File: config.mk
export PLATFORM = sky130hd
export DESIGN_NAME = dmaWriteFifo
export DESIGN_NICKNAME = d
export VERILOG_FILES = /design/src/hw/videoDmaPkg.sv /design/src/hw/dmaWriteFifo.sv
export SDC_FILE = /design/constraint.sdc
export NUM_CORES = 1
export LEC_CHECK = 0
export ABC_AREA = 0
export BUFFER_PORTS_ARGS = -buffer_cell sky130_fd_sc_hd__buf_2
export CAP_MARGIN = 40
export CORE_MARGIN = 2
export CORE_UTILIZATION = 62
export CTS_CLUSTER_DIAMETER = 80
export DETAILED_ROUTE_END_ITERATION = 8
export PLACE_DENSITY_LB_ADDON = 0.1
export SLEW_MARGIN = 20
export SYNTH_ARGS = -nofsm -noshare
export SYNTH_HDL_FRONTEND = slang
export SYNTH_SLANG_ARGS = --single-unit
File: constraint.sdc
create_clock -name iClk -period 3.9 [get_ports iClk]
set_input_delay 0.78 -clock iClk [delete_from_list [all_inputs] [get_ports iClk]]
set_output_delay 0.78 -clock iClk [all_outputs]
set_load 0.02 [all_outputs]
File: src/hw/videoDmaPkg.sv
// Video DMA shared defaults
`default_nettype none

package videoDmaPkg;

	// ------------------------------------------------------------
	// Bus and memory sizing
	// ------------------------------------------------------------
	localparam int cUfiBusWidth  = 16;  // Pixel word and RAM data bus
	localparam int cMemAdrsWidth = 10;  // Word address, 1024 words in sim

	// ------------------------------------------------------------
	// Buffering
	// ------------------------------------------------------------
	localparam int cFifoDepth = 32;     // Write side pixel FIFO

	// ------------------------------------------------------------
	// Bus sharing and RAM behaviour
	// ------------------------------------------------------------
	// Engine gives the bus away for one cycle per full count
	localparam int cYieldWidth = 2;

	// RAM ready drops once in this many cycles
	localparam int cRefreshPeriod = 13;

endpackage

`default_nettype wire
File: src/hw/dmaWriteFifo.sv
// Show-ahead pixel write FIFO
`default_nettype none

module dmaWriteFifo
	import videoDmaPkg::*;
#(
	parameter int pDepth = cFifoDepth,
	parameter int pWidth = cUfiBusWidth
)(
	input  wire               iClk,
	input  wire               rst,
	input  wire  [pWidth-1:0] wd,     // Pixel from the source
	input  wire               we,
	output logic              full,
	output logic [pWidth-1:0] rd,     // Head word, always visible
	input  wire               re,     // Pops the head this cycle
	output logic              rVd,
	output logic              empty
);

	localparam int ptrWidth = $clog2(pDepth);
	localparam int cntWidth = $clog2(pDepth + 1);

	logic [pWidth-1:0]   fifoMem [0:pDepth-1];
	logic [ptrWidth-1:0] wrPtr;
	logic [ptrWidth-1:0] rdPtr;
	logic [cntWidth-1:0] count;        // Words held
	logic                doPush;
	logic                doPop;

	// Pointer advance with wrap for any depth
	function automatic logic [ptrWidth-1:0] nextPtr(input logic [ptrWidth-1:0] ptr);
		if (ptr == ptrWidth'(pDepth - 1))
			return '0;
		return ptr + 1'b1;
	endfunction

	assign doPush = we & ~full;    // Write into a full FIFO is dropped
	assign doPop  = re & ~empty;

	// ------------------------------------------------------------
	// Storage
	// ------------------------------------------------------------
	always_ff @(posedge iClk)
	begin
		if (doPush)
			fifoMem[wrPtr] <= wd;
	end

	assign rd = fifoMem[rdPtr];   // Show-ahead head

	// ------------------------------------------------------------
	// Pointers and occupancy
	// ------------------------------------------------------------
	always_ff @(posedge iClk)
	begin
		if (rst)
		begin
			wrPtr <= '0;
			rdPtr <= '0;
			count <= '0;
		end
		else
		begin
			if (doPush)
				wrPtr <= nextPtr(wrPtr);
			if (doPop)
				rdPtr <= nextPtr(rdPtr);
			case ({doPush, doPop})
				2'b10:   count <= count + 1'b1;
				2'b01:   count <= count - 1'b1;
				default: count <= count;      // Idle or push with pop
			endcase
		end
	end

	assign full  = (count == cntWidth'(pDepth));  // Rises the cycle after the last push
	assign empty = (count == '0);
	assign rVd   = ~empty;

endmodule

`default_nettype wire

Word-level counts from Yosys, hierarchy flattened
Memories as Yosys holds them, arrays and structs flattened. A register that Yosys moved wholly into a read port is not among the register bits.
Cells that the tools add are included.
- register bits after elaboration: 16
- word-level logic and storage cells: 34
- output and inout bits: 19
- RAM bits: 512
- input bits: 20
- memories kept: 1
- memory list (name ; words ; bits a word ; read ports ; clocked after Yosys merged registers in ; write ports ; RTL line ; source):
    fifoMem ; 32 ; 16 ; 1 ; 1 ; 1 ; dmaWriteFifo.sv:24 ; logic [pWidth-1:0] fifoMem [0:pDepth-1];
- bitwise gates (word level): 4
- $add $sub $neg: 4
- eq/ne operators: 5
- mux-type cells: 15
- reductions and logical operators: 2
- operator list (cell ; number):
    two-way mux 5 bit ; 6
    one-hot mux 6 bit (2 select lines) ; 1
    adder 5 x 1 -> 5 bit (second input constant) ; 2
    equality test 5 bit (second input constant) ; 2
    two-way mux 1 bit ; 8
    adder 6 x 1 -> 6 bit (second input constant) ; 1
    equality test 6 bit (second input constant) ; 1
    zero test 6 bit ; 1
    subtractor 6 x 1 -> 6 bit (second input constant) ; 1
    AND 1 bit ; 2
    equality test 2 x 1 -> 1 bit (second input constant) ; 1
    equality test 2 bit (second input constant) ; 1
    inverter 1 bit ; 2
    nonzero test 2 bit ; 1

Longest topological paths before layout
Gate-level depths: netlist of the first run.
- depth in word-level cells: 8
- mapped depth: 13
- gate-level depth less buffers: 10

Worst setup path before layout of the first run
No wires, ideal clock.
- path type: reg-to-reg
- start point: register count[1]
- end point: register count[4]
- cell stages (with the launch flop): 14
- data arrival time: 3.107 ns
- path buffers: 3
- setup time: 0.121 ns
- setup slack: 0.672 ns
- path through: dfxtp_1 > buf_6 > or4_1 > clkbuf_2 > o31ai_2 > inv_1 > ha_1 > clkbuf_1 > xor2_1 > ha_1 > a21oi_1 > a22oi_1 > a31oi_1 > mux2_2
- word-level cells in the longest chain between the ends: 5
- elaborated cells on any way between the ends: 12
- those cells by class: add/sub: 2; eq/ne: 3; mux: 1; bitwise: 4; reduce/logical: 2
- RTL lines (what ; RTL line ; source):
    from (decl) ; dmaWriteFifo.sv:27 ; logic [cntWidth-1:0] count;
    from (signal assigned) ; dmaWriteFifo.sv:70 ; 2'b10: count <= count + 1'b1;
    from (signal assigned) ; dmaWriteFifo.sv:71 ; 2'b01: count <= count - 1'b1;
    from (signal assigned) ; dmaWriteFifo.sv:72 ; default: count <= count;
    equality test 6 bit or zero test 6 bit (tied branches) ; dmaWriteFifo.sv:77, dmaWriteFifo.sv:78 ;
    inverter 1 bit (on tied branches) ; dmaWriteFifo.sv:38, dmaWriteFifo.sv:39 ;
    AND 1 bit (on tied branches) ; dmaWriteFifo.sv:38, dmaWriteFifo.sv:39 ;
    equality test 2 x 1 -> 1 bit or equality test 2 bit (tied branches) ; dmaWriteFifo.sv:69 ; case ({doPush, doPop})
    one-hot mux 6 bit (2 select lines) or nonzero test 2 bit (tied branches) ; - ;
Parallel ways exist; a longest one is shown, timed or not.
A chain may end at the register's enable or synchronous reset.

==> out/qor.csv, run 1 <==
stage,metric,value,unit
clock_network,tritoncts,yes,
final_layout,multi_input_area,4660,µm²
timing,tightest_slew,876,ps
synthesis,synth_fp_nets,1117,
final_layout,layout_common_cells,"edfxtp_1 (512), mux2i_1 (131), a22oi_1 (98)",
final_layout,area_growth,12.8,%
die,die-width,187,µm
route,wl,45.3,mm
synthesis,netlist_instances,1087,
placed_design,place_area,21700,µm²
die,num_io_pins,39,
clock_network,root_buffer,clkbuf_16,
setup_path,critPathLaunchType,flip-flop,
final_layout,final-seq-area,15800,µm²
synthesis,yosys.cell_types.count,43,
flow_run,cap_violations,0,
setup_path,cp_top_family,flip-flops,
clock_network,cts_resized,0,
route,vias,10700,
run_status,status,completed,
timing,holdWs,514,ps
synthesis,yosys-top-cells-area,"edfxtp_1 (74%), mux4_2 (7.0%), mux2i_1 (6.3%), a22oi_1 (3.6%), dfxtp_1 (2.0%)",
power_and_ir_drop,leakage,0.00721,µW
die,die_area,34800,µm²
route,first_iter_violations,1030,
final_layout,drive_gt1_frac,0.214,
synthesis,yosysWarnings,0,
global_route,grt_antenna_before_repair,0,
setup_path,slowest_stage,dfxtp_4,
final_layout,final_common_cell,edfxtp_1,
synthesis,ys_seq_elements,533,
power_and_ir_drop,power,13300,µW
route,postRouteAntennaNets,0,
synthesis,synthesis.area,20700,µm²
timing,rsz0062_at_grt,no,
setup_path,end_kind,primary output,
synthesis,synth_area_leader_cell,edfxtp_1,
die,die_h,187,µm
clock_network,cts-htree-levels,2,
route,first_pass_iters,5,
clock_network,post_cts_buffers,0,
route,viasPerCell,6.45,
global_route,grt_pass1_wl,68.4,mm
timing,fmax,276,MHz
timing,relSlewSlack,0.416,
final_layout,final_nets,1200,
clock_network,ctsHoldBuffers,0,
worst_hold_path,min_path_type,flip-flop to flip-flop,
synthesis,avgSynthCellArea,19.0,µm²
global_route,grt_usage,0.267,
timing,setup_violations,0,
timing,hold_viol_final,0,
setup_path,path_cells,buf_4 -> mux4_2 -> a22oi_1 -> nand4_1 -> buf_2,
clock_network,cts_buffer_depth,3,
placed_design,gp_congestion,0.808,
setup_path,path_max_fanout,32,
global_route,grt_overflow,0,
setup_path,required,3120,ps
final_layout,final_area,23300,µm²
route,drcViolationCount,0,
route,wl_per_cell,27.4,µm
setup_path,slowest_delay,690,ps
final_layout,nFillCells,2041,
setup_path,worst-setup-path-type,flip-flop to primary output,
placed_design,dp_hpwl,26.1,mm
power_and_ir_drop,ir_drop,0.000476,V
setup_path,path_buf_inv,2,
timing,final.setup_skew,9.99,ps
setup_path,worstPathArrival,2840,ps
timing,fin_crit,3620,ps
global_route,grt_pass1_vias,10600,
clock_network,cts_made_buffers,51,
clock_network,clock-sinks,533,
clock_network,clkLatencyLatePin,560,ps
power_and_ir_drop,p_per_area,568,nW/µm²
placed_design,portBuffers,38,
die,start_util,0.632,
timing,period_share,0.929,
synthesis,yosysSeqAreaShare,0.764,
final_layout,num_antenna_cells,0,
synthesis,synth_top_area_frac,0.744,
final_layout,fin_util,0.713,
global_route,grt_max_degree,46,
die,core_area,32700,µm²
timing,setup_tns,0,ps
die,rows,66,
timing,slew_viol_final,0,
clock_network,clkSlewWorstSetupHoldPaths,60,ps
[power breakdown]
group / leakage [µW] / internal [µW] / switching [µW] / total, µW
sequential: 0.00478 / 6380 / 136 / 6510
combinational: 0.00164 / 878 / 1130 / 2000
clock: 0.000785 / 2750 / 2000 / 4740
total: 0.00721 / 10000 / 3260 / 13300
[synthesized netlist by cell type]
cell type    n
nand3_1     35
mux2i_1    131
o311ai_1     1
mux2_2       2
ha_1        10
edfxtp_1   512
nor2b_1      6
a22oi_1     98
and2_1       1
dfxtp_1     21
mux2_1       1
buf_6        1
mux4_2      64
clkinv_1     1
nor3_1       2
a31oi_1      4
nand2_1     14
or3b_2       1
buf_2        7
xor2_1       4
o21ai_0      5
or4_1        4
buf_1       11
or3_1        4
or4b_1       1
a21oi_1     11
or2_2        1
o31a_2       1
nand4_1     16
clkbuf_1    44
nand4bb_1    1
or4b_2       2
nand3b_1     5
o22ai_1      1
clkbuf_2     1
a21o_1       1
nor2_1      49
nor4b_1      1
inv_1        5
o31ai_2      1
nor3b_1      2
nand4b_1     1
and3_1       3
[stage by stage]
stage	instances	setup WS, ps
floorplan	1087	672
global placement	1558	720
detailed placement	1559	654
CTS	1653	256
global route	1653	158
finish	1653	275
[worst paths after layout]
check / start / endpoint / slack [ps] / cells after the start
worst max-delay path: flip-flop / rd[2] / 280 / 5
worst min-delay path: rdPtr[3] / rdPtr[3] / 510 / 2
worst max register to register: count[0] / count[4] / 620 / 10
worst min register to register: rdPtr[3] / rdPtr[3] / 510 / 2
[cell families after synthesis]
| logic type | count (synthesis) | share of synthesized area |
|---|---|---|
| AO/OA/AOI/OAI | 123 | 0.0428 |
| buffers and inverters | 70 | 0.0136 |
| AND/OR/NAND/NOR | 149 | 0.0370 |
| multiplexers | 198 | 0.135 |
| adder cells (fa/ha/maj) | 10 | 0.00605 |
| flip-flops | 533 | 0.764 |
| XOR/XNOR | 4 | 0.00169 |
[registers in the layout, summed over array words and instances, names as in the netlist, named ones only]
register / count
wrPtr: 5
rdPtr: 5
fifoMem: 512
count: 6
[layer usage]
layer  GRT usage  wire length, µm  up-vias  part of all wire
met4      0.0705             1100        0             0.024
met1       0.394            19300     5546              0.43
li1            -                -     4614                 -
met5           0                0        -                 0
met3      0.0389             3210       77             0.071
met2       0.427            21700      420              0.48
[layout make-up]
| cell class | instances | share of cell area |
|---|---|---|
| inverters | 6 | 0.000966 |
| clock buffers | 68 | 0.0593 |
| flip-flops and latches | 533 | 0.677 |
| clock inverters | 26 | 0.00939 |
| repair buffers | 94 | 0.0294 |
| multi-input cells | 484 | 0.200 |
| well taps | 442 | 0.0237 |
[worst reg2reg max path: stages, from the launching register on]
cell and delay, ps:
dfxtp_1 370, or4_1 640, o31a_2 390, clkinv_1 160, ha_1 400, xor2_1 210, ha_1 170, a21oi_1 70
nand4bb_1 210, a31oi_1 200, mux2_2 340
No activity file was read; power rests on OpenSTA's default activity.
==> run 2, diff against run 1 <==
- CORE_UTILIZATION: 62 -> 60
==> run 2 against run 1 <==
  * Clock skew up 3.8 ps
  * Register-to-register slack lost 20 ps
  * Critical path depth is the same
  * Combinational power about the same
  * Clock power is 4% lower
  * First-iteration DRC count decreased by 9.6%
  * Cell count down 0.24%
  * Sequential share of layout area up 0.36 points
  * Total power fell by 1.2%
  * Critical path type unchanged
  * Largest cell class unchanged
  * Largest power group unchanged
==> out/qor.csv, run 2 (synthesis gave the netlist of run 1 again) <==
stage,metric,value,unit
setup_path,reg2reg_to,count[4],
timing,setup_tns,0,ps
die,die-width,190,µm
worst_hold_path,hold_depth,2,
power_and_ir_drop,ir_drop,0.000422,V
die,core_area,33700,µm²
clock_network,cts-htree-levels,2,
final_layout,largest_reg_flops,512,
placed_design,portBuffers,38,
setup_path,r2r_setup_slack,600,ps
power_and_ir_drop,leakage,0.00714,µW
route,drcViolationCount,0,
clock_network,cts_buffer_depth,3,
power_and_ir_drop,p_per_area,564,nW/µm²
clock_network,post_cts_buffers,0,
setup_path,required,3120,ps
final_layout,area_growth,12.2,%
setup_path,slowest_delay,700,ps
final_layout,drive_gt1_frac,0.204,
route,vias,10300,
timing,setup_violations,0,
global_route,grt_antenna_before_repair,1,
die,num_io_pins,39,
placed_design,dp_hpwl,25.1,mm
setup_path,path_cells,buf_4 -> mux4_2 -> a22oi_1 -> nand4_1 -> buf_2,
route,first_iter_violations,931,
placed_design,place_area,21700,µm²
timing,rsz0062_at_grt,no,
route,postRouteAntennaNets,0,
setup_path,critPathLaunchType,flip-flop,
worst_hold_path,min_path_type,flip-flop to flip-flop,
timing,fin_crit,3670,ps
timing,tightest_slew,610,ps
timing,relSlewSlack,0.593,
setup_path,path_max_fanout,28,
final_layout,layout_common_cells,"edfxtp_1 (512), mux2i_1 (131), a22oi_1 (98)",
global_route,grt_max_degree,69,
timing,slew_viol_final,0,
clock_network,tritoncts,yes,
setup_path,worstPathArrival,2890,ps
setup_path,crit_path_end,rd[8],
die,start_util,0.613,
final_layout,regMostFlops,fifoMem,
power_and_ir_drop,power,13100,µW
setup_path,regToRegStartpoint,count[0],
flow_run,cap_violations,0,
global_route,grt_pass1_vias,10300,
setup_path,slowest_stage,dfxtp_4,
global_route,grt_usage,0.237,
die,die_h,190,µm
global_route,grt_pass1_wl,63.1,mm
clock_network,clkSlewWorstSetupHoldPaths,60,ps
final_layout,final_nets,1197,
run_status,status,completed,
setup_path,worst-setup-path-type,flip-flop to primary output,
timing,holdWs,506,ps
placed_design,gp_congestion,0.830,
setup_path,end_kind,primary output,
timing,period_share,0.941,
die,rows,67,
clock_network,ctsHoldBuffers,0,
clock_network,cts_made_buffers,51,
final_layout,final_cells,1649,
clock_network,clock-sinks,533,
setup_path,r2r_cells,10,
timing,fmax,272,MHz
global_route,grt_overflow,0,
route,first_pass_iters,5,
die,die_area,36000,µm²
clock_network,cts_resized,0,
route,viasPerCell,6.26,
clock_network,clkLatencyLatePin,550,ps
final_layout,final_area,23200,µm²
timing,hold_viol_final,0,
route,wl,41.6,mm
final_layout,top_regs,"fifoMem (512), count (6)",
final_layout,final_common_cell,edfxtp_1,
route,wl_per_cell,25.2,µm
timing,final.setup_skew,13.8,ps
placed_design,place_inst,1562,
clock_network,root_buffer,clkbuf_16,
## run 2: cell types whose count changed in the layout (fill, tap and decap cells not counted)
cell | before | now
clkbuf_1 | 15 | 18
nor2_2 | 21 | 18
bufinv_16 | 4 | 3
clkinv_2 | 9 | 1
clkinv_1 | 13 | 10
clkinv_4 | 1 | 0
inv_6 | 0 | 1
buf_12 | 6 | 4
nor2_1 | 28 | 31
diode_2 | 0 | 1
clkbuf_8 | 0 | 3
buf_4 | 50 | 49
clkbuf_16 | 53 | 51
## run 2: per-stage QoR
step                      utilization  setup WS [ps]
final                           0.688            230
after global routing            0.688           40.1
after CTS                       0.688            176
after detailed placement        0.643            648
after global placement          0.643            716
after floorplan                     -            672
## run 2: where the power goes
| group | total (µW) | switching [µW] | leakage, µW | internal, µW |
|---|---|---|---|---|
| Combinational | 2010 | 1140 | 0.00162 | 865 |
| Sequential | 6520 | 140 | 0.00478 | 6380 |
| Clock | 4570 | 1930 | 0.000736 | 2650 |
## run 2: layout make-up
class                      count  area, µm²
tap                          448        561
fill                        2183      10500
clock inverter                14        138
multi-input combinational    484       4650
timing repair buffer          91        638
clock buffer                  72       1390
sequential                   533      15800
antenna                        1       2.50
inverter                       6       22.5
## run 2: per-layer routing
layer / wire, µm / share of wire / vias to the layer above / track usage
met5: 0 / 0 / - / 0
met4: 818 / 0.020 / 0 / 0.0572
met3: 2810 / 0.068 / 56 / 0.0428
met2: 20400 / 0.49 / 342 / 0.385
met1: 17600 / 0.42 / 5321 / 0.341
li1: - / - / 4598 / -
## run 2: worst min-delay path by stage
stage                     slack, ps  startpoint         to
after detailed placement        500    rdPtr[3]   rdPtr[3]
after floorplan                 470    rdPtr[3]  flip-flop
after CTS                       510    rdPtr[3]  flip-flop
after global placement          500    rdPtr[3]   rdPtr[3]
after global routing            560    rdPtr[3]  flip-flop
final                           510    rdPtr[3]   rdPtr[3]
## run 2: critical path: cells and delay by family (launching register included)
| kind | cells | cell delay, ps |
|---|---|---|
| AOI/OAI and AO/OA | 1 | 380 |
| and+or+nand+nor | 1 | 200 |
| buffers and inverters | 2 | 530 |
| DFF | 1 | 700 |
| muxes | 1 | 510 |
==> run 3, diff against run 2 <==
- CORE_UTILIZATION: 60 -> 50
==> run 3 against run 2 <==
  * Critical path depth unchanged
  * Clock skew increased by 15 ps
  * Worst setup slack improved by 33 ps
  * Fmax grew 0.90%
  * Global-route usage fell by 0.67 points
  * Sequential power is essentially flat
  * Sequential share of layout area is 1.2 points lower
  * Largest cell class unchanged
  * Largest power group unchanged
  * Highest routed layer is now met5
==> out/qor.csv, run 3 (synthesis gave the netlist of run 1 again) <==
stage,metric,value,unit
setup_path,crit_path_end,rd[13],
setup_path,critPathLaunchType,flip-flop,
clock_network,clkLatencyLatePin,610,ps
power_and_ir_drop,leakage,0.00730,µW
route,wl,49.0,mm
clock_network,cts-htree-levels,2,
global_route,grt_overflow,0,
global_route,grt_usage,0.230,
worst_hold_path,hold_depth,2,
timing,tightest_slew,835,ps
route,met1Wirelength,21.0,mm
final_layout,largest_reg_flops,512,
route,first_iter_violations,873,
clock_network,cts_made_buffers,54,
timing,period_share,0.933,
timing,relSlewSlack,0.442,
timing,hold_viol_final,0,
clock_network,post_cts_buffers,0,
clock_network,clock-sinks,533,
power_and_ir_drop,ir_drop,0.000367,V
die,die_h,207,µm
placed_design,place_ws,614,ps
route,viasPerCell,6.09,
placed_design,place_inst,1657,
placed_design,portBuffers,38,
die,die-width,207,µm
die,rows,74,
clock_network,ctsHoldBuffers,0,
clock_network,clkSlewWorstSetupHoldPaths,60,ps
setup_path,r2r_cells,10,
route,routed.top_layer,met5,
setup_path,regToRegStartpoint,count[0],
die,num_io_pins,39,
setup_path,r2r_setup_slack,550,ps
timing,rsz0062_at_grt,no,
timing,setup_tns,0,ps
timing,fmax,275,MHz
setup_path,worst-setup-path-type,flip-flop to primary output,
placed_design,dp_hpwl,29.0,mm
setup_path,required,3120,ps
power_and_ir_drop,p_per_area,573,nW/µm²
final_layout,final_nets,1212,
global_route,grt_antenna_before_repair,3,
run_status,status,completed,
global_route,grt_pass1_vias,10700,
final_layout,regMostFlops,fifoMem,
setup_path,path_max_fanout,22,
die,die_area,43000,µm²
worst_hold_path,min_path_type,flip-flop to flip-flop,
setup_path,reg2reg_to,count[4],
timing,fin_crit,3640,ps
final_layout,final_cells,1756,
global_route,grt_max_degree,57,
final_layout,drive_gt1_frac,0.230,
timing,setup_violations,0,
clock_network,cts_buffer_depth,3,
global_route,grt_pass1_wl,72.0,mm
timing,final.setup_skew,29.3,ps
setup_path,worstPathArrival,2860,ps
route,wl_per_cell,27.9,µm
final_layout,area_growth,14.3,%
final_layout,final_common_cell,edfxtp_1,
route,postRouteAntennaNets,0,
final_layout,top_regs,"fifoMem (512), count (6)",
clock_network,root_buffer,clkbuf_16,
route,wl_met2,23.4,mm
timing,setup_ws,263,ps
placed_design,gp_congestion,0.781,
route,dr_wl_met3,3.16,mm
clock_network,cts_resized,0,
route,drcViolationCount,0,
flow_run,cap_violations,0,
route,first_pass_iters,7,
final_layout,num_antenna_cells,0,
final_layout,layout_common_cells,"edfxtp_1 (512), mux2i_1 (131), a22oi_1 (98)",
route,vias,10700,
clock_network,tritoncts,yes,
timing,slew_viol_final,0,
setup_path,end_kind,primary output,
die,core_area,40800,µm²
die,start_util,0.506,
==> run 3: cell count changes in the layout (fill, tap and decap cells not counted), moves of 3 or more <==
cell / previous run / this run
buf_4: 49 / 58
clkbuf_1: 18 / 15
clkbuf_16: 51 / 54
clkinv_2: 1 / 7
clkinvlp_4: 0 / 3
nor2_1: 31 / 24
nor2_2: 18 / 23
==> run 3: routing by layer <==
metal  GRT usage  vias to the layer above
met3      0.0415                       82
li1            -                     4642
met4      0.0744                        2
met5           0                        -
met1       0.330                     5592
met2       0.362                      379
==> run 3: how the worst min path moves through the flow <==
stage,slack [ps],from,to
6_report,520,rdPtr[3],rdPtr[3]
3_3_place_gp,500,rdPtr[3],rdPtr[3]
3_5_place_dp,500,rdPtr[3],rdPtr[3]
5_1_grt,560,wrPtr[1],wrPtr[1]
2_1_floorplan,470,rdPtr[3],flip-flop
4_1_cts,520,rdPtr[3],rdPtr[3]
==> run 3: final cells by class <==
class	instances	area [µm²]
clock inverter	25	225
multi-input combinational	484	4680
sequential	533	15800
tap	532	666
fill	3082	17200
timing repair buffer	103	773
inverter	6	22.5
clock buffer	73	1460
==> run 3: worst max-delay path, cell delays in order (launching register included) <==
cell,delay (ps)
dfxtp_4,620
buf_4,300
mux4_2,520
a22oi_1,330
nand4_1,250
buf_2,230
==> run 3: through the flow <==
stage	hold WS (ps)	power [µW]	cell area [µm²]	utilization
floorplan	468	8020	20700	-
global placement	500	8720	21900	0.537
detailed placement	504	8750	21900	0.537
CTS	515	13700	23600	0.578
global route	562	14000	23600	0.579
finish	517	13600	23600	0.579
==> run 3: power by group <==
| group | switching [µW] | total (µW) | internal, µW |
|---|---|---|---|
| registers | 139 | 6520 | 6380 |
| clock network | 2120 | 4950 | 2830 |
| logic | 1200 | 2080 | 886 |
