**src/hw/videoDmaPkg.sv**
```systemverilog
// Video DMA shared defaults
`default_nettype none

package videoDmaPkg;

	// ------------------------------------------------------------
	// Bus and memory sizing
	// ------------------------------------------------------------
	localparam int cUfiBusWidth  = 16;  // Pixel word and RAM data bus
	localparam int cMemAdrsWidth = 10;  // Word address, 1024 words in sim

	// ------------------------------------------------------------
	// Buffering
	// ------------------------------------------------------------
	localparam int cFifoDepth = 32;     // Write side pixel FIFO

	// ------------------------------------------------------------
	// Bus sharing and RAM behaviour
	// ------------------------------------------------------------
	// Engine gives the bus away for one cycle per full count
	localparam int cYieldWidth = 2;

	// RAM ready drops once in this many cycles
	localparam int cRefreshPeriod = 13;

endpackage

`default_nettype wire
```
**src/hw/ufiBusIf.sv**
```systemverilog
// RAM bus between DMA engine and memory
`default_nettype none

interface ufiBus #(
	parameter int pDataWidth = 16,
	parameter int pAdrsWidth = 10
);

	// Request side, driven by the engine
	logic [pDataWidth-1:0] wd;       // Write data
	logic [pAdrsWidth-1:0] adrs;     // Word address
	logic                  wEd;      // Write strobe
	logic                  rEd;      // Read strobe
	logic                  vd;       // Request valid
	logic                  cmd;      // High read, low write

	// Response side, driven by the RAM
	logic [pDataWidth-1:0] rd;       // Read data
	logic                  rdValid;  // Read data valid
	logic                  rdy;      // Ready level

	modport master (
		output wd, adrs, wEd, rEd, vd, cmd,
		input  rd, rdValid, rdy
	);

	modport memory (
		input  wd, adrs, wEd, rEd, vd, cmd,
		output rd, rdValid, rdy
	);

endinterface

`default_nettype wire

```
**src/hw/videoDmaUnit.sv**
```systemverilog
// Video frame buffer DMA engine
`default_nettype none

module videoDmaUnit
	import videoDmaPkg::*;
#(
	parameter int pUfiBusWidth  = cUfiBusWidth,
	parameter int pMemAdrsWidth = cMemAdrsWidth
)(
	input  wire                      iClk,
	input  wire                      rst,
	ufiBus.master                    bus,
	// Write FIFO side
	input  wire  [pUfiBusWidth-1:0]  fifoRd,
	input  wire                      fifoRVd,
	output logic                     fifoRe,
	// Pixel sink side
	output logic [pUfiBusWidth-1:0]  pixRd,
	output logic                     pixREd,
	input  wire                      pixRe,
	// Frame configuration
	input  wire  [pMemAdrsWidth-1:0] fbufAdrs1,
	input  wire  [pMemAdrsWidth-1:0] fbufAdrs2,
	input  wire  [pMemAdrsWidth-1:0] fbufLen1,
	input  wire  [pMemAdrsWidth-1:0] fbufLen2,
	input  wire                      dmaEn
);

	logic                     adrsSel;     // Low writes region 1, reads region 2
	logic [pMemAdrsWidth-1:0] wAdrs;
	logic [pMemAdrsWidth-1:0] rAdrs;
	logic [pMemAdrsWidth-1:0] region1End;
	logic [pMemAdrsWidth-1:0] region2End;
	logic                     wEnd;
	logic                     rEnd;
	logic                     swapNow;
	logic [cYieldWidth-1:0]   yieldCnt;
	logic                     yieldNow;
	logic                     rdGo;
	logic                     wrGo;

	// ------------------------------------------------------------
	// Region ends and swap condition
	// ------------------------------------------------------------
	assign region1End = fbufAdrs1 + fbufLen1;
	assign region2End = fbufAdrs2 + fbufLen2;

	// Writer and reader always sit in opposite regions
	assign wEnd = adrsSel ? (wAdrs == region2End) : (wAdrs == region1End);
	assign rEnd = adrsSel ? (rAdrs == region1End) : (rAdrs == region2End);

	assign swapNow = dmaEn & wEnd & rEnd;   // Both done with their frame

	// ------------------------------------------------------------
	// Bus yield counter
	// ------------------------------------------------------------
	// Counts ready cycles, last count value is the yield cycle
	assign yieldNow = (yieldCnt == {cYieldWidth{1'b1}});

	always_ff @(posedge iClk)
	begin
		if (rst || !dmaEn)
			yieldCnt <= '0;
		else if (yieldNow)
			yieldCnt <= '0;              // One cycle off the bus
		else if (bus.rdy)
			yieldCnt <= yieldCnt + 1'b1;
	end

	// ------------------------------------------------------------
	// Request selection
	// ------------------------------------------------------------
	// Sink demand wins the slot
	assign rdGo = dmaEn & pixRe & bus.rdy & ~yieldNow & ~rEnd;

	// Writer fills the slot when no read was taken
	assign wrGo = dmaEn & fifoRVd & bus.rdy & ~yieldNow & ~wEnd & ~rdGo;

	assign fifoRe = wrGo;   // Head word leaves with the registered write

	// ------------------------------------------------------------
	// Region select and address counters
	// ------------------------------------------------------------
	always_ff @(posedge iClk)
	begin
		if (rst || !dmaEn)
		begin
			adrsSel <= 1'b0;
			wAdrs   <= fbufAdrs1;
			rAdrs   <= fbufAdrs2;
		end
		else if (swapNow)
		begin
			adrsSel <= ~adrsSel;
			// Reload both from the new roles
			wAdrs   <= adrsSel ? fbufAdrs1 : fbufAdrs2;
			rAdrs   <= adrsSel ? fbufAdrs2 : fbufAdrs1;
		end
		else
		begin
			if (wrGo)
				wAdrs <= wAdrs + 1'b1;
			if (rdGo)
				rAdrs <= rAdrs + 1'b1;
		end
	end

	// ------------------------------------------------------------
	// Registered bus request
	// ------------------------------------------------------------
	always_ff @(posedge iClk)
	begin
		if (rst)
		begin
			bus.wEd <= 1'b0;
			bus.rEd <= 1'b0;
			bus.vd  <= 1'b0;
			bus.cmd <= 1'b0;
		end
		else
		begin
			bus.wEd <= wrGo;
			bus.rEd <= rdGo;
			bus.vd  <= rdGo | wrGo;
			bus.cmd <= rdGo;             // Read command
		end
	end

	// Address and data follow the chosen request
	always_ff @(posedge iClk)
	begin
		if (rdGo)
			bus.adrs <= rAdrs;
		else if (wrGo)
			bus.adrs <= wAdrs;
		if (wrGo)
			bus.wd <= fifoRd;            // Popped head word
	end

	// ------------------------------------------------------------
	// Returning read data toward the sink
	// ------------------------------------------------------------
	always_ff @(posedge iClk)
	begin
		if (bus.rdValid)
			pixRd <= bus.rd;
	end

	always_ff @(posedge iClk)
	begin
		if (rst)
			pixREd <= 1'b0;
		else
			pixREd <= bus.rdValid;       // Two cycles after rEd
	end

endmodule

`default_nettype wire

```
**src/flat_wrapper.sv**
```systemverilog
// flat-port wrapper written by rule: the top's interface ports become plain ports
module videoDmaUnit_flat import videoDmaPkg::*;
#(
	parameter int pUfiBusWidth  = cUfiBusWidth,
	parameter int pMemAdrsWidth = cMemAdrsWidth
)
  (iClk, rst, fifoRd, fifoRVd, fifoRe, pixRd, pixREd, pixRe, fbufAdrs1, fbufAdrs2, fbufLen1, fbufLen2, dmaEn, bus_wd, bus_adrs, bus_wEd, bus_rEd, bus_vd, bus_cmd, bus_rd, bus_rdValid, bus_rdy);
  ufiBus bus_i ();
  input  wire iClk;
  input  wire rst;
  input  wire  [pUfiBusWidth-1:0] fifoRd;
  input  wire fifoRVd;
  output logic fifoRe;
  output logic [pUfiBusWidth-1:0] pixRd;
  output logic pixREd;
  input  wire pixRe;
  input  wire  [pMemAdrsWidth-1:0] fbufAdrs1;
  input  wire  [pMemAdrsWidth-1:0] fbufAdrs2;
  input  wire  [pMemAdrsWidth-1:0] fbufLen1;
  input  wire  [pMemAdrsWidth-1:0] fbufLen2;
  input  wire dmaEn;
  output wire logic [$bits(bus_i.wd)-1:0] bus_wd;
  output wire logic [$bits(bus_i.adrs)-1:0] bus_adrs;
  output wire logic [$bits(bus_i.wEd)-1:0] bus_wEd;
  output wire logic [$bits(bus_i.rEd)-1:0] bus_rEd;
  output wire logic [$bits(bus_i.vd)-1:0] bus_vd;
  output wire logic [$bits(bus_i.cmd)-1:0] bus_cmd;
  input wire logic [$bits(bus_i.rd)-1:0] bus_rd;
  input wire logic [$bits(bus_i.rdValid)-1:0] bus_rdValid;
  input wire logic [$bits(bus_i.rdy)-1:0] bus_rdy;
  assign bus_wd = bus_i.wd;
  assign bus_adrs = bus_i.adrs;
  assign bus_wEd = bus_i.wEd;
  assign bus_rEd = bus_i.rEd;
  assign bus_vd = bus_i.vd;
  assign bus_cmd = bus_i.cmd;
  assign bus_i.rd = bus_rd;
  assign bus_i.rdValid = bus_rdValid;
  assign bus_i.rdy = bus_rdy;
  videoDmaUnit #(.pUfiBusWidth(pUfiBusWidth), .pMemAdrsWidth(pMemAdrsWidth)) u_core (.iClk(iClk), .rst(rst), .bus(bus_i), .fifoRd(fifoRd), .fifoRVd(fifoRVd), .fifoRe(fifoRe), .pixRd(pixRd), .pixREd(pixREd), .pixRe(pixRe), .fbufAdrs1(fbufAdrs1), .fbufAdrs2(fbufAdrs2), .fbufLen1(fbufLen1), .fbufLen2(fbufLen2), .dmaEn(dmaEn));
endmodule
```
**config.mk**
```make
export PLATFORM = sky130hd
export DESIGN_NAME = videoDmaUnit_flat
export DESIGN_NICKNAME = d
export VERILOG_FILES = /design/src/hw/videoDmaPkg.sv /design/src/hw/ufiBusIf.sv /design/src/hw/videoDmaUnit.sv /design/src/flat_wrapper.sv
export SDC_FILE = /design/constraint.sdc
export NUM_CORES = 1
export LEC_CHECK = 0
export BUFFER_PORTS_ARGS = -buffer_cell sky130_fd_sc_hd__buf_2
export CAP_MARGIN = 5
export CORE_ASPECT_RATIO = 0.75
export CORE_UTILIZATION = 40
export CTS_CLUSTER_SIZE = 25
export DETAILED_ROUTE_END_ITERATION = 7
export SETUP_SLACK_MARGIN = 0.05
export SYNTH_ARGS = -nofsm -noshare
export SYNTH_HDL_FRONTEND = slang
export SYNTH_SLANG_ARGS = --single-unit
```
**constraint.sdc**
```tcl
create_clock -name iClk -period 10.8 [get_ports iClk]
set_input_delay 2.16 -clock iClk [delete_from_list [all_inputs] [get_ports iClk]]
set_output_delay 2.16 -clock iClk [all_outputs]
set_load 0.02 [all_outputs]
```
; After elaboration in Yosys (flattened, before gate mapping)
; Index checks and enable logic that the tools add are counted.
[classes]
add_sub_neg = 5
n_eq_ne = 5
muxes = 12
bitwise_logic = 17
n_reduce_logical = 6
[op_table]
columns = cell, count
row1 = $mux 10, 10
row2 = $eq 10x10->1, 4
row3 = $add 10x1->10 const B, 2
row4 = $add 10x10->10, 2
row5 = $and 1x1->1, 11
row6 = $reduce_bool 3->1, 2
row7 = $not 1->1, 5
row8 = $add 2x1->2 const B, 1
row9 = $eq 2x2->1 const B, 1
row10 = $mux 1, 2
row11 = $reduce_bool 2->1, 1
row12 = $reduce_or 2->1, 1
row13 = $logic_not 1->1, 1
row14 = $logic_or 1x1->1, 1
row15 = $or 1x1->1, 1
[totals]
register_bits = 69
input_bits = 79

; Depth between registers and ports, before layout
; Gate-level depths: netlist of run 1.
[logic_depth]
word_depth = 10
mapped_depth = 14
ltp_nobuf = 12

; Least setup slack after synthesis of run 1
; No wires, ideal clock.
[synth_timing]
path_kind = input -> output
from = in fbufAdrs2[0]
to = out fifoRe
t_arrival_ns = 5.716
required_ns = 8.640
setup_slack_ns = 2.924
path_stages = 12
path_buffers = 0
cell_sequence = ha_1 inv_1 fa_1 nand2b_1 a211oi_2 nor4_1 nor4_1 xnor2_1 o311ai_0 nor2_1 a21bo_2 nor3_1
[synth_via]
elab_chain_len = 7
elab_cells_between_ends = 11
classes_between = 1 x add/sub / 2 x eq/ne / 2 x mux / 6 x bitwise
[synth_rtl]
columns = item, line_no
row1 = "start, declared", flat_wrapper.sv:18  ; input wire [pMemAdrsWidth-1:0] fbufAdrs2;
row2 = $add 10x10->10 *, videoDmaUnit.sv:46  ; assign region2End = fbufAdrs2 + fbufLen2;
row3 = $eq 10x10->1, videoDmaUnit.sv:50  ; assign rEnd = adrsSel ? (rAdrs == region1End) : (rAdrs == region2End);
row4 = $mux 1, videoDmaUnit.sv:50
row5 = $not 1->1, videoDmaUnit.sv:74  ; assign rdGo = dmaEn & pixRe & bus.rdy & ~yieldNow & ~rEnd;
row6 = $and 1x1->1, videoDmaUnit.sv:74
row7 = $not 1->1, videoDmaUnit.sv:77  ; assign wrGo = dmaEn & fifoRVd & bus.rdy & ~yieldNow & ~wEnd & ~rdGo;
row8 = $and 1x1->1 *, videoDmaUnit.sv:77
row9 = "end, declared", flat_wrapper.sv:13  ; output logic fifoRe;
; Every way passes the cells marked *; elsewhere a longest branch is shown, timed or not.

; Worst setup path after layout of run 1
[layout_timing]
from = in fbufAdrs1[0]
to = out fifoRe
[layout_via]
elab_chain_len = 7
elab_cells_between_ends = 11
classes_between = 1 x add/sub / 2 x eq/ne / 2 x mux / 6 x bitwise
[layout_rtl]
columns = item, line_no
row1 = "start, declared", flat_wrapper.sv:17  ; input wire [pMemAdrsWidth-1:0] fbufAdrs1;
row2 = $add 10x10->10 *, videoDmaUnit.sv:45  ; assign region1End = fbufAdrs1 + fbufLen1;
row3 = $eq 10x10->1, videoDmaUnit.sv:50
row4 = $mux 1, videoDmaUnit.sv:50
row5 = $not 1->1, videoDmaUnit.sv:74
row6 = $and 1x1->1, videoDmaUnit.sv:74
row7 = $not 1->1, videoDmaUnit.sv:77
row8 = $and 1x1->1 *, videoDmaUnit.sv:77
; Marks and branches as above.

==> results.py, run 1 <==
metrics = {
    "floorplanning": {
        "row_count": 34,
        "start_util_pct": 41.7,
        "coreArea_sq_um": 11800,
        "dieArea_sq_um": 12700,
        "num_io_pins": 127,
        "fp.dieH_um": 97.9,
        "die_w_um": 130,
    },
    "power_and_ir_drop": {
        "peakVddDrop_uv": 76.9,
        "power_density_nw_per_um2": 134,
        "leakagePower_uw": 0.00241,
    },
    "clock_tree": {
        "clk_path_buf_depth": 2,
        "clock-sinks": 69,
        "clkTransAtPathRegs_ns": 0.05,
        "holdBufCountCts": 0,
        "ctsRootBufferMaster": "clkbuf_16",
        "post_cts_buffers": 0,
        "cts_max_level": 3,
        "post_cts_resized": 0,
        "cts_tree": "yes",
        "cts_made_buffers": 9,
        "clk_latency_ns": 0.33,
    },
    "yosys": {
        "synth_top_area_cell": "edfxtp_1",
        "synthTopCellsByArea": "edfxtp_1, ha_1, xnor2_1",
        "synth-seq-area-share_pct": 40.8,
        "syn_inst": 480,
        "syn_area_per_cell_sq_um": 10.2,
        "ys_async_sr_fraction_pct": 0,
        "synth_top_flop_cell": "edfxtp_1",
        "synth_cell_type_count": 52,
        "synth_top_area_share_pct": 37.9,
        "syn-cell-area_sq_um": 4910,
        "synth-seq-cells": 69,
        "yosys_warnings": 0,
        "synth-edff-count": 62,
        "syn_nets": 582,
    },
    "critical_path": {
        "worstPathArrival_ns": 6.61,
        "start_kind": "input pin",
        "path_max_fanout": 66,
        "slowest_delay_ns": 1.00,
        "end_kind": "primary output",
        "critical-path-top-delay-family": "simple AND/OR/NAND/NOR gates",
        "cpMaxStageDelayCell": "nor3_2",
        "worstSetupPathType": "input pin to primary output",
        "cp.required_ns": 8.64,
        "cp_num_buf_inv": 4,
        "crit_chain": "buf_2, ha_1, inv_1, fa_1, nand2b_1, a211oi_2, or3_1, nand3_1, nand3_1, nor4b_1, and4_2, buf_4, nor2b_1, nor3_2, buf_2",
    },
    "finish": {
        "final_area_sq_um": 5890,
        "fin_cells": 754,
        "layout_common_cells": "buf_2, edfxtp_1, nand3_1",
        "final_nets": 689,
        "final_common_cell": "buf_2",
        "layout-drive-gt1-share_pct": 28.0,
        "synthToLayoutAreaGrowth_pct": 20.0,
        "antennaDiodeCount": 0,
    },
    "sta": {
        "max_slew_margin_pct": 19.5,
        "fin_ws_ns": 2.03,
        "post-route-period-util_pct": 81.2,
        "worst_slew_pin_slew_ns": 1.20,
        "fmax_ghz": 0.114,
        "finalSetupViolations": 0,
        "final_hold_viol_count": 0,
        "setup-tns-final_ns": 0,
        "holdWs_ns": 0.534,
        "finClkSkew_ns": 0.0102,
        "final_max_slew_viol_count": 0,
        "min_period_ns": 8.77,
        "rsz0062_at_grt": "false",
    },
    "detailed_routing": {
        "drtAntennaViolNets": 0,
        "drtPass1Iterations": 5,
        "drtIter0Drc": 557,
        "route.detailed.drc": 0,
        "wl_um": 14900,
        "drt-wirelength-per-cell_um": 19.8,
        "vias": 4468,
        "via_per_inst": 5.93,
    },
    "worst_hold_path": {
        "hp-class": "flip-flop to flip-flop",
    },
    "place": {
        "dpl_cell_area_sq_um": 5610,
        "place_inst": 738,
        "dp_hpwl_um": 11000,
        "gp_congestion": 0.911,
        "pre_cts_slack_ns": 2.18,
        "numPortBuffers": 126,
    },
    "global_routing": {
        "grt_pass1_wl_um": 22500,
        "grt_max_degree": 67,
        "grt_overflow": 0,
        "antenna_found_initial": 0,
        "grt_pass1_vias": 4020,
        "grt_use_total_pct": 23.6,
    },
    "job": {
        "cap_violations": 0,
    },
    "run_status": {
        "status": "finished clean",
    },
}
==> worst paths after layout <==
path	start	slack [ns]	end	cells past startpoint
hold reg to reg	u_core.yieldCnt[1]	0.53	u_core.yieldCnt[1]	2
setup reg to reg	u_core.adrsSel	5.68	u_core.bus.wd[2]	10
setup / recovery	fbufAdrs1[0]	2.03	fifoRe	15
hold / removal	u_core.yieldCnt[1]	0.53	u_core.yieldCnt[1]	2
==> layer usage <==
metal	GRT usage (%)	vias to the layer above	share of wire [%]
met3	7.89	16	11
met2	32.4	231	42
met5	0	-	0
met4	5.01	0	1.5
li1	-	2101	-
met1	35.4	2120	45
==> worst reg2reg max path: stages, from the launching register on <==
cell and delay [ns]:
dfxtp_1 0.31, buf_4 0.48, inv_1 0.69, or4_1 0.74
nand4_1 0.16, xnor2_1 0.08, nor4_1 0.27, and4_2 0.25
buf_4 0.52, nor2b_1 0.23, nor3_2 1.00
==> cell type report <==
class,instances,area (sq um)
multi-input combinational,361,2670
timing repair buffer,133,683
fill,1096,5890
inverter,13,48.8
tap,162,203
sequential,69,2000
clock buffer,11,243
clock inverter,5,37.5
==> cells in the mapped netlist (12+ instances only) <==
master	n
nand3_1	40
a32oi_1	22
and3_1	24
a21oi_1	20
inv_1	13
nor4_1	14
a211o_1	19
nand2_1	15
nor3_1	14
xor2_1	17
clkbuf_1	22
nand4_1	26
xnor2_1	26
edfxtp_1	62
ha_1	21
mux2i_1	12
nor2_1	13
==> cells by family (layout without fill, tap and decap cells) <==
family / Yosys count / count (layout) / share of synthesized area (%)
AO/OA/AOI/OAI: 103 / 103 / 15.9
XOR/XNOR: 43 / 43 / 7.67
adder cells (fa/ha/maj): 23 / 23 / 6.17
buffers and inverters: 50 / 162 / 4.92
flip-flops: 69 / 69 / 40.8
multiplexers: 22 / 22 / 4.74
AND/OR/NAND/NOR: 170 / 170 / 19.8
==> state kept, by name, indices dropped and copies added, names as in the netlist <==
signal           count
u_core.pixRd        16
u_core.bus.wd       16
u_core.bus.wEd       1
u_core.rAdrs        10
u_core.bus.adrs     10
u_core.wAdrs        10
u_core.bus.vd        1
u_core.bus.rEd       1
u_core.pixREd        1
u_core.yieldCnt      2
u_core.adrsSel       1
==> through the flow <==
step | power, uW | util, %
final | 786 | 50.0
after floorplan | 452 | -
after global placement | 515 | 47.6
after global routing | 817 | 50.0
after CTS | 786 | 50.0
after detailed placement | 516 | 47.6
==> report_power, final <==
part	switching, uW	internal [uW]
Combinational	108	76.6
Sequential	18.1	313
Clock	109	162
Total	235	552
(Power assumes the default switching activity.)
==> run 2: changes to the inputs <==
--- a/config.mk
+++ b/config.mk
@@ -5,6 +5,7 @@
 export SDC_FILE = /design/constraint.sdc
 export NUM_CORES = 1
 export LEC_CHECK = 0
+export ABC_AREA = 1
 export BUFFER_PORTS_ARGS = -buffer_cell sky130_fd_sc_hd__buf_2
 export CAP_MARGIN = 5
 export CORE_ASPECT_RATIO = 0.75
==> constraint.sdc (replaced) <==
create_clock -name iClk -period 8.2 [get_ports iClk]
set_input_delay 1.64 -clock iClk [delete_from_list [all_inputs] [get_ports iClk]]
set_output_delay 1.64 -clock iClk [all_outputs]
set_load 0.02 [all_outputs]
==> run 2 against run 1 <==
Effect of this change:
- the flow now finishes with violations (DRC)
- critical path type unchanged
- global-route usage increased by 0.53 points
- die area rose by 6.4%
- via count rose by 20%
- clock-buffer cell count up 2
- non-clock buffer count decreased by 5
- total power is 38% higher
- clock power grew 38%
- highest routed layer unchanged
- first-iteration DRC count up 1.1%
- largest power group unchanged
==> results.py, run 2 <==
metrics = {
    "run_status": {
        "status": "complete, but fails checks",
        "violations": "DRC",
    },
    "floorplanning": {
        "dieArea_sq_um": 13500,
        "die_w_um": 134,
        "start_util_pct": 41.7,
        "fp.dieH_um": 101,
        "row_count": 35,
        "coreArea_sq_um": 12500,
        "num_io_pins": 127,
    },
    "critical_path": {
        "cpMostUsedCell": "nand2_1",
        "cpMaxStageDelayCell": "inv_1",
        "cp.required_ns": 6.56,
        "start_kind": "input pin",
        "slowest_delay_ns": 0.50,
        "worstPathArrival_ns": 5.21,
        "worstSetupPathType": "input pin to primary output",
        "path_max_fanout": 25,
        "end_kind": "primary output",
        "crit_chain": "buf_2, ha_1, inv_1, fa_1, inv_1, nand2_1, nand2_2, nand3_1, nand3_1, nand2_1, nand2_1, nand2_1, nor2_1, nand3_1, nor2_1, nand2_1, nand3_2, nand4_1, inv_1, buf_2",
    },
    "sta": {
        "finalSetupViolations": 0,
        "setup-tns-final_ns": 0,
        "min_period_ns": 6.85,
        "worst_slew_pin_slew_ns": 0.806,
        "finClkSkew_ns": 0.00838,
        "final_max_slew_viol_count": 0,
        "final_hold_viol_count": 0,
        "rsz0062_at_grt": "false",
        "max_slew_margin_pct": 45.7,
        "fmax_ghz": 0.146,
        "post-route-period-util_pct": 83.6,
    },
    "yosys": {
        "synth_top_area_share_pct": 35.6,
        "synth-edff-count": 62,
        "yosys_warnings": 0,
        "ys_async_sr_fraction_pct": 0,
        "synth-seq-cells": 69,
        "synth.most_common_cell": "nand2_1",
        "synthTopCellsByArea": "edfxtp_1, nand2_1, nand3_1",
        "syn_nets": 831,
        "syn_inst": 729,
        "synth-seq-area-share_pct": 38.3,
        "synth_commonest_cells": "nand2_1, nand3_1, inv_1, edfxtp_1, o21ai_0",
        "syn_area_per_cell_sq_um": 7.17,
        "synth_top_flop_cell": "edfxtp_1",
        "synth_cell_type_count": 37,
        "syn-cell-area_sq_um": 5230,
        "synth_top_area_cell": "edfxtp_1",
    },
    "clock_tree": {
        "post_cts_buffers": 0,
        "clk_path_buf_depth": 2,
        "cts_max_level": 3,
        "post_cts_resized": 0,
        "clk_latency_ns": 0.33,
        "clock-sinks": 69,
        "cts_tree": "yes",
        "ctsRootBufferMaster": "clkbuf_16",
        "clkTransAtPathRegs_ns": 0.05,
        "holdBufCountCts": 0,
        "cts_made_buffers": 9,
    },
    "finish": {
        "final_common_cell": "nand2_1",
        "layout_common_cells": "nand2_1, nand3_1, buf_2",
        "final_util_pct": 49.9,
        "largest_registers": "u_core.bus.wd x16, u_core.pixRd x16",
        "final.fill_count": 1253,
        "layout-drive-gt1-share_pct": 19.1,
        "synthToLayoutAreaGrowth_pct": 19.6,
        "final_nets": 950,
        "antennaDiodeCount": 0,
    },
    "detailed_routing": {
        "vias": 5360,
        "drtIter0Drc": 563,
        "route.detailed.drc": 1,
        "drtAntennaViolNets": 0,
        "via_per_inst": 5.27,
        "wl_um": 16200,
        "drtPass1Iterations": 8,
        "drt-wirelength-per-cell_um": 15.9,
    },
    "global_routing": {
        "antenna_found_initial": 0,
        "grt_use_total_pct": 24.1,
        "grt_pass1_vias": 4720,
        "grt_overflow": 0,
        "grt_pass1_wl_um": 24600,
        "grt_max_degree": 63,
    },
    "job": {
        "cap_violations": 0,
    },
    "power_and_ir_drop": {
        "power_density_nw_per_um2": 174,
        "peakVddDrop_uv": 122,
        "leakagePower_uw": 0.00315,
    },
    "place": {
        "numPortBuffers": 126,
        "gp_congestion": 1.02,
        "dp_hpwl_um": 12800,
    },
    "worst_hold_path": {
        "hp-class": "flip-flop to flip-flop",
    },
}
[run 2: cell count changes after synthesis, moves of 17 or more]
cell / delta
a211o_1: -19
inv_1: +74
nor2_1: +23
clkbuf_1: -17
nand3_1: +99
and3_1: -24
a32oi_1: -22
o21ai_0: +30
nand4_1: -18
nand2_1: +226
xnor2_1: -20
[run 2: final timing paths]
path / startpoint / to / slack (ns) / cells after the start
hold reg to reg: u_core.yieldCnt[1] / u_core.yieldCnt[1] / 0.48 / 2
setup / recovery: fbufAdrs2[0] / fifoRe / 1.35 / 20
hold / removal: u_core.yieldCnt[1] / u_core.yieldCnt[1] / 0.48 / 2
setup reg to reg: u_core.adrsSel / u_core.wAdrs[4] / 4.28 / 11
[run 2: final cells by class]
cell class / count / area, sq um / area share [%]
multi-input combinational: 547 / 2760 / 44.1
inverter: 93 / 352 / 5.62
sequential: 69 / 2000 / 32.0
clock buffer: 13 / 250 / 4.00
clock inverter: 2 / 35.0 / 0.560
timing repair buffer: 128 / 646 / 10.3
tap: 166 / 208 / 3.32
[run 2: metrics by stage]
step / hold WS [ns] / worst slack [ns] / cell area (sq um) / total power [uW] / cells
after CTS: 0.482 / 1.41 / 6250 / 1090 / 1018
after floorplan: 0.448 / 2.63 / 5230 / 626 / 729
after global routing: 0.491 / 1.02 / 6250 / 1140 / 1018
final: 0.484 / 1.35 / 6250 / 1090 / 1018
after global placement: 0.463 / 1.51 / 5970 / 713 / 1003
after detailed placement: 0.474 / 1.46 / 5970 / 716 / 1003
[run 2: logic make-up after synthesis]
kind of cell | count (synthesis) | synth area share, %
simple gates | 451 | 38.2
buf+inv | 113 | 8.93
flops | 69 | 38.3
compound gates | 52 | 5.27
fa+ha+maj | 23 | 5.79
xor+xnor | 21 | 3.52
[run 2: layer usage]
| metal | vias to the layer above | share of wire [%] | global-route usage [%] | wire length (um) |
|---|---|---|---|---|
| li1 | 2644 | - | - | - |
| met1 | 2447 | 46 | 35.3 | 7400 |
| met2 | 250 | 44 | 36.3 | 7160 |
| met3 | 19 | 9.4 | 5.48 | 1520 |
| met4 | 0 | 0.85 | 4.28 | 138 |
| met5 | - | 0 | 0 | 0 |
[run 2: report_power, final]
| group | switching [uW] | total, uW | internal [uW] |
|---|---|---|---|
| logic | 185 | 283 | 98.3 |
| clock network | 131 | 373 | 241 |
| registers | 19.4 | 433 | 414 |
[run 2: critical path: cells and delay by family]
family	cells	cell delay (ns)
adders and majority gates	2	0.73
buffers and inverters	5	1.04
and+or+nand+nor	13	1.78
==> run 3: changes to the inputs <==
--- a/config.mk
+++ b/config.mk
@@ -12,6 +12,7 @@
 export CORE_UTILIZATION = 40
 export CTS_CLUSTER_SIZE = 25
 export DETAILED_ROUTE_END_ITERATION = 7
+export PLACE_DENSITY = 0.65
 export SETUP_SLACK_MARGIN = 0.05
 export SYNTH_ARGS = -nofsm -noshare
 export SYNTH_HDL_FRONTEND = slang
==> constraint.sdc (replaced) <==
create_clock -name iClk -period 5.5 [get_ports iClk]
set_input_delay 1.1 -clock iClk [delete_from_list [all_inputs] [get_ports iClk]]
set_output_delay 1.1 -clock iClk [all_outputs]
set_load 0.02 [all_outputs]
==> run 3 against run 2 <==
Effect of this change:
- the run now ends clean
- die area unchanged
- global-route usage shrank 0.27 points
- utilization grew 0.50 points
- clock-buffer cell count is 1 lower
- final area is 1.0% higher
- combinational power is 48% higher
- first-iteration DRC count down 1.4%
- critical path depth down 1
- largest power group unchanged
- highest routed layer unchanged
==> results.py, run 3 (synthesized netlist as in run 2, its figures left out) <==
metrics = {
    "place": {
        "dp_hpwl_um": 12600,
        "numPortBuffers": 126,
        "gp_congestion": 1.01,
    },
    "finish": {
        "final.fill_count": 1287,
        "synthToLayoutAreaGrowth_pct": 20.8,
        "layout_common_cells": "nand2_1, nand3_1, buf_2",
        "final_nets": 956,
        "antennaDiodeCount": 0,
        "regArea_sq_um": 2000,
        "layout-drive-gt1-share_pct": 19.9,
        "largest_registers": "u_core.bus.wd x16, u_core.pixRd x16",
        "multiInputGateArea_sq_um": 2760,
        "final_common_cell": "nand2_1",
    },
    "detailed_routing": {
        "drtIter0Drc": 555,
        "drtAntennaViolNets": 0,
        "wl_um": 15800,
        "vias": 5264,
        "route.detailed.drc": 0,
        "drtPass1Iterations": 5,
        "drt-wirelength-per-cell_um": 15.4,
        "via_per_inst": 5.14,
    },
    "sta": {
        "final_max_slew_viol_count": 0,
        "post-route-period-util_pct": 90.1,
        "final_hold_viol_count": 0,
        "min_period_ns": 4.96,
        "fmax_ghz": 0.202,
        "worst_slew_pin_slew_ns": 0.878,
        "rsz0062_at_grt": "false",
        "setup-tns-final_ns": 0,
        "finalSetupViolations": 0,
        "finClkSkew_ns": 0.00699,
        "max_slew_margin_pct": 41.3,
    },
    "clock_tree": {
        "clk_latency_ns": 0.33,
        "cts_tree": "yes",
        "holdBufCountCts": 0,
        "post_cts_buffers": 0,
        "cts_max_level": 3,
        "cts_made_buffers": 9,
        "clkTransAtPathRegs_ns": 0.06,
        "post_cts_resized": 0,
        "ctsRootBufferMaster": "clkbuf_16",
        "clock-sinks": 69,
        "clk_path_buf_depth": 2,
    },
    "critical_path": {
        "worstSetupPathType": "input pin to primary output",
        "end_kind": "primary output",
        "cpMostUsedCell": "nand2_1",
        "crit_chain": "buf_2, ha_1, inv_1, fa_1, nand2_1, nand3_1, nand2_1, nor2_1, nand2_1, nor2_1, nand2_1, nor2_1, nand3_1, nor2_1, nand2_1, nand3_2, nand4_1, inv_1, buf_2",
        "worstPathArrival_ns": 3.86,
        "path_max_fanout": 4,
        "cpMaxStageDelayCell": "fa_1",
        "cp.required_ns": 4.40,
        "slowest_delay_ns": 0.51,
        "start_kind": "input pin",
    },
    "global_routing": {
        "grt_pass1_vias": 4663,
        "antenna_found_initial": 0,
        "grt_max_degree": 38,
        "grt_use_total_pct": 23.8,
        "grt_overflow": 0,
        "grt_pass1_wl_um": 24600,
    },
    "power_and_ir_drop": {
        "leakagePower_uw": 0.00318,
        "power_density_nw_per_um2": 260,
        "peakVddDrop_uv": 176,
        "p_total_uw": 1640,
    },
    "run_status": {
        "status": "finished clean",
    },
    "floorplanning": {
        "dieArea_sq_um": 13500,
        "die_w_um": 134,
        "fp.dieH_um": 101,
        "row_count": 35,
        "num_io_pins": 127,
        "start_util_pct": 41.7,
        "coreArea_sq_um": 12500,
    },
    "job": {
        "cap_violations": 0,
    },
    "worst_hold_path": {
        "hp-class": "flip-flop to flip-flop",
    },
}
[run 3: worst max-delay path, delay by kind of cell]
| kind | cells | cell delay (ns) |
|---|---|---|
| buffers and inverters | 4 | 0.48 |
| adder cells (fa/ha/maj) | 2 | 0.85 |
| AND/OR/NAND/NOR | 13 | 1.42 |
[run 3: worst paths after layout]
path,startpoint,to,slack [ns],cells past startpoint
setup / recovery,fbufAdrs2[0],fifoRe,0.54,19
hold / removal,u_core.yieldCnt[1],u_core.yieldCnt[1],0.48,2
setup reg to reg,u_core.adrsSel,u_core.rAdrs[4],1.76,15
hold reg to reg,u_core.yieldCnt[1],u_core.yieldCnt[1],0.48,2
[run 3: through the flow]
stage | area (sq um) | std cells | util, % | hold slack, ns | worst slack (ns)
finish | 6310 | 1025 | 50.4 | 0.480 | 0.543
global route | 6310 | 1025 | 50.4 | 0.506 | 0.270
CTS | 6310 | 1025 | 50.4 | 0.479 | 0.592
detailed placement | 6010 | 1009 | 48.0 | 0.470 | 0.611
floorplan | 5230 | 729 | - | 0.448 | 1.01
global placement | 6010 | 1009 | 48.0 | 0.469 | 0.664
[run 3: area by class of cell]
type	count	share of cell area, %
multi-input cells	547	43.7
flip-flops and latches	69	31.7
repair buffers	134	10.9
inverters	93	5.57
clock buffers	12	4.06
well taps	166	3.29
clock inverters	4	0.733
[run 3: routing by layer]
metal,global-route usage [%],share of wire [%]
met1,35.4,47
met2,34.5,42
met3,6.44,9.8
met4,4.37,0.59
met5,0,0
[run 3: power breakdown]
group          internal (uW)  switching [uW]  leakage, uW
clock                    373             208     0.000146
sequential               616            28.2     0.000663
combinational            147             270      0.00237
total                   1140             506      0.00318
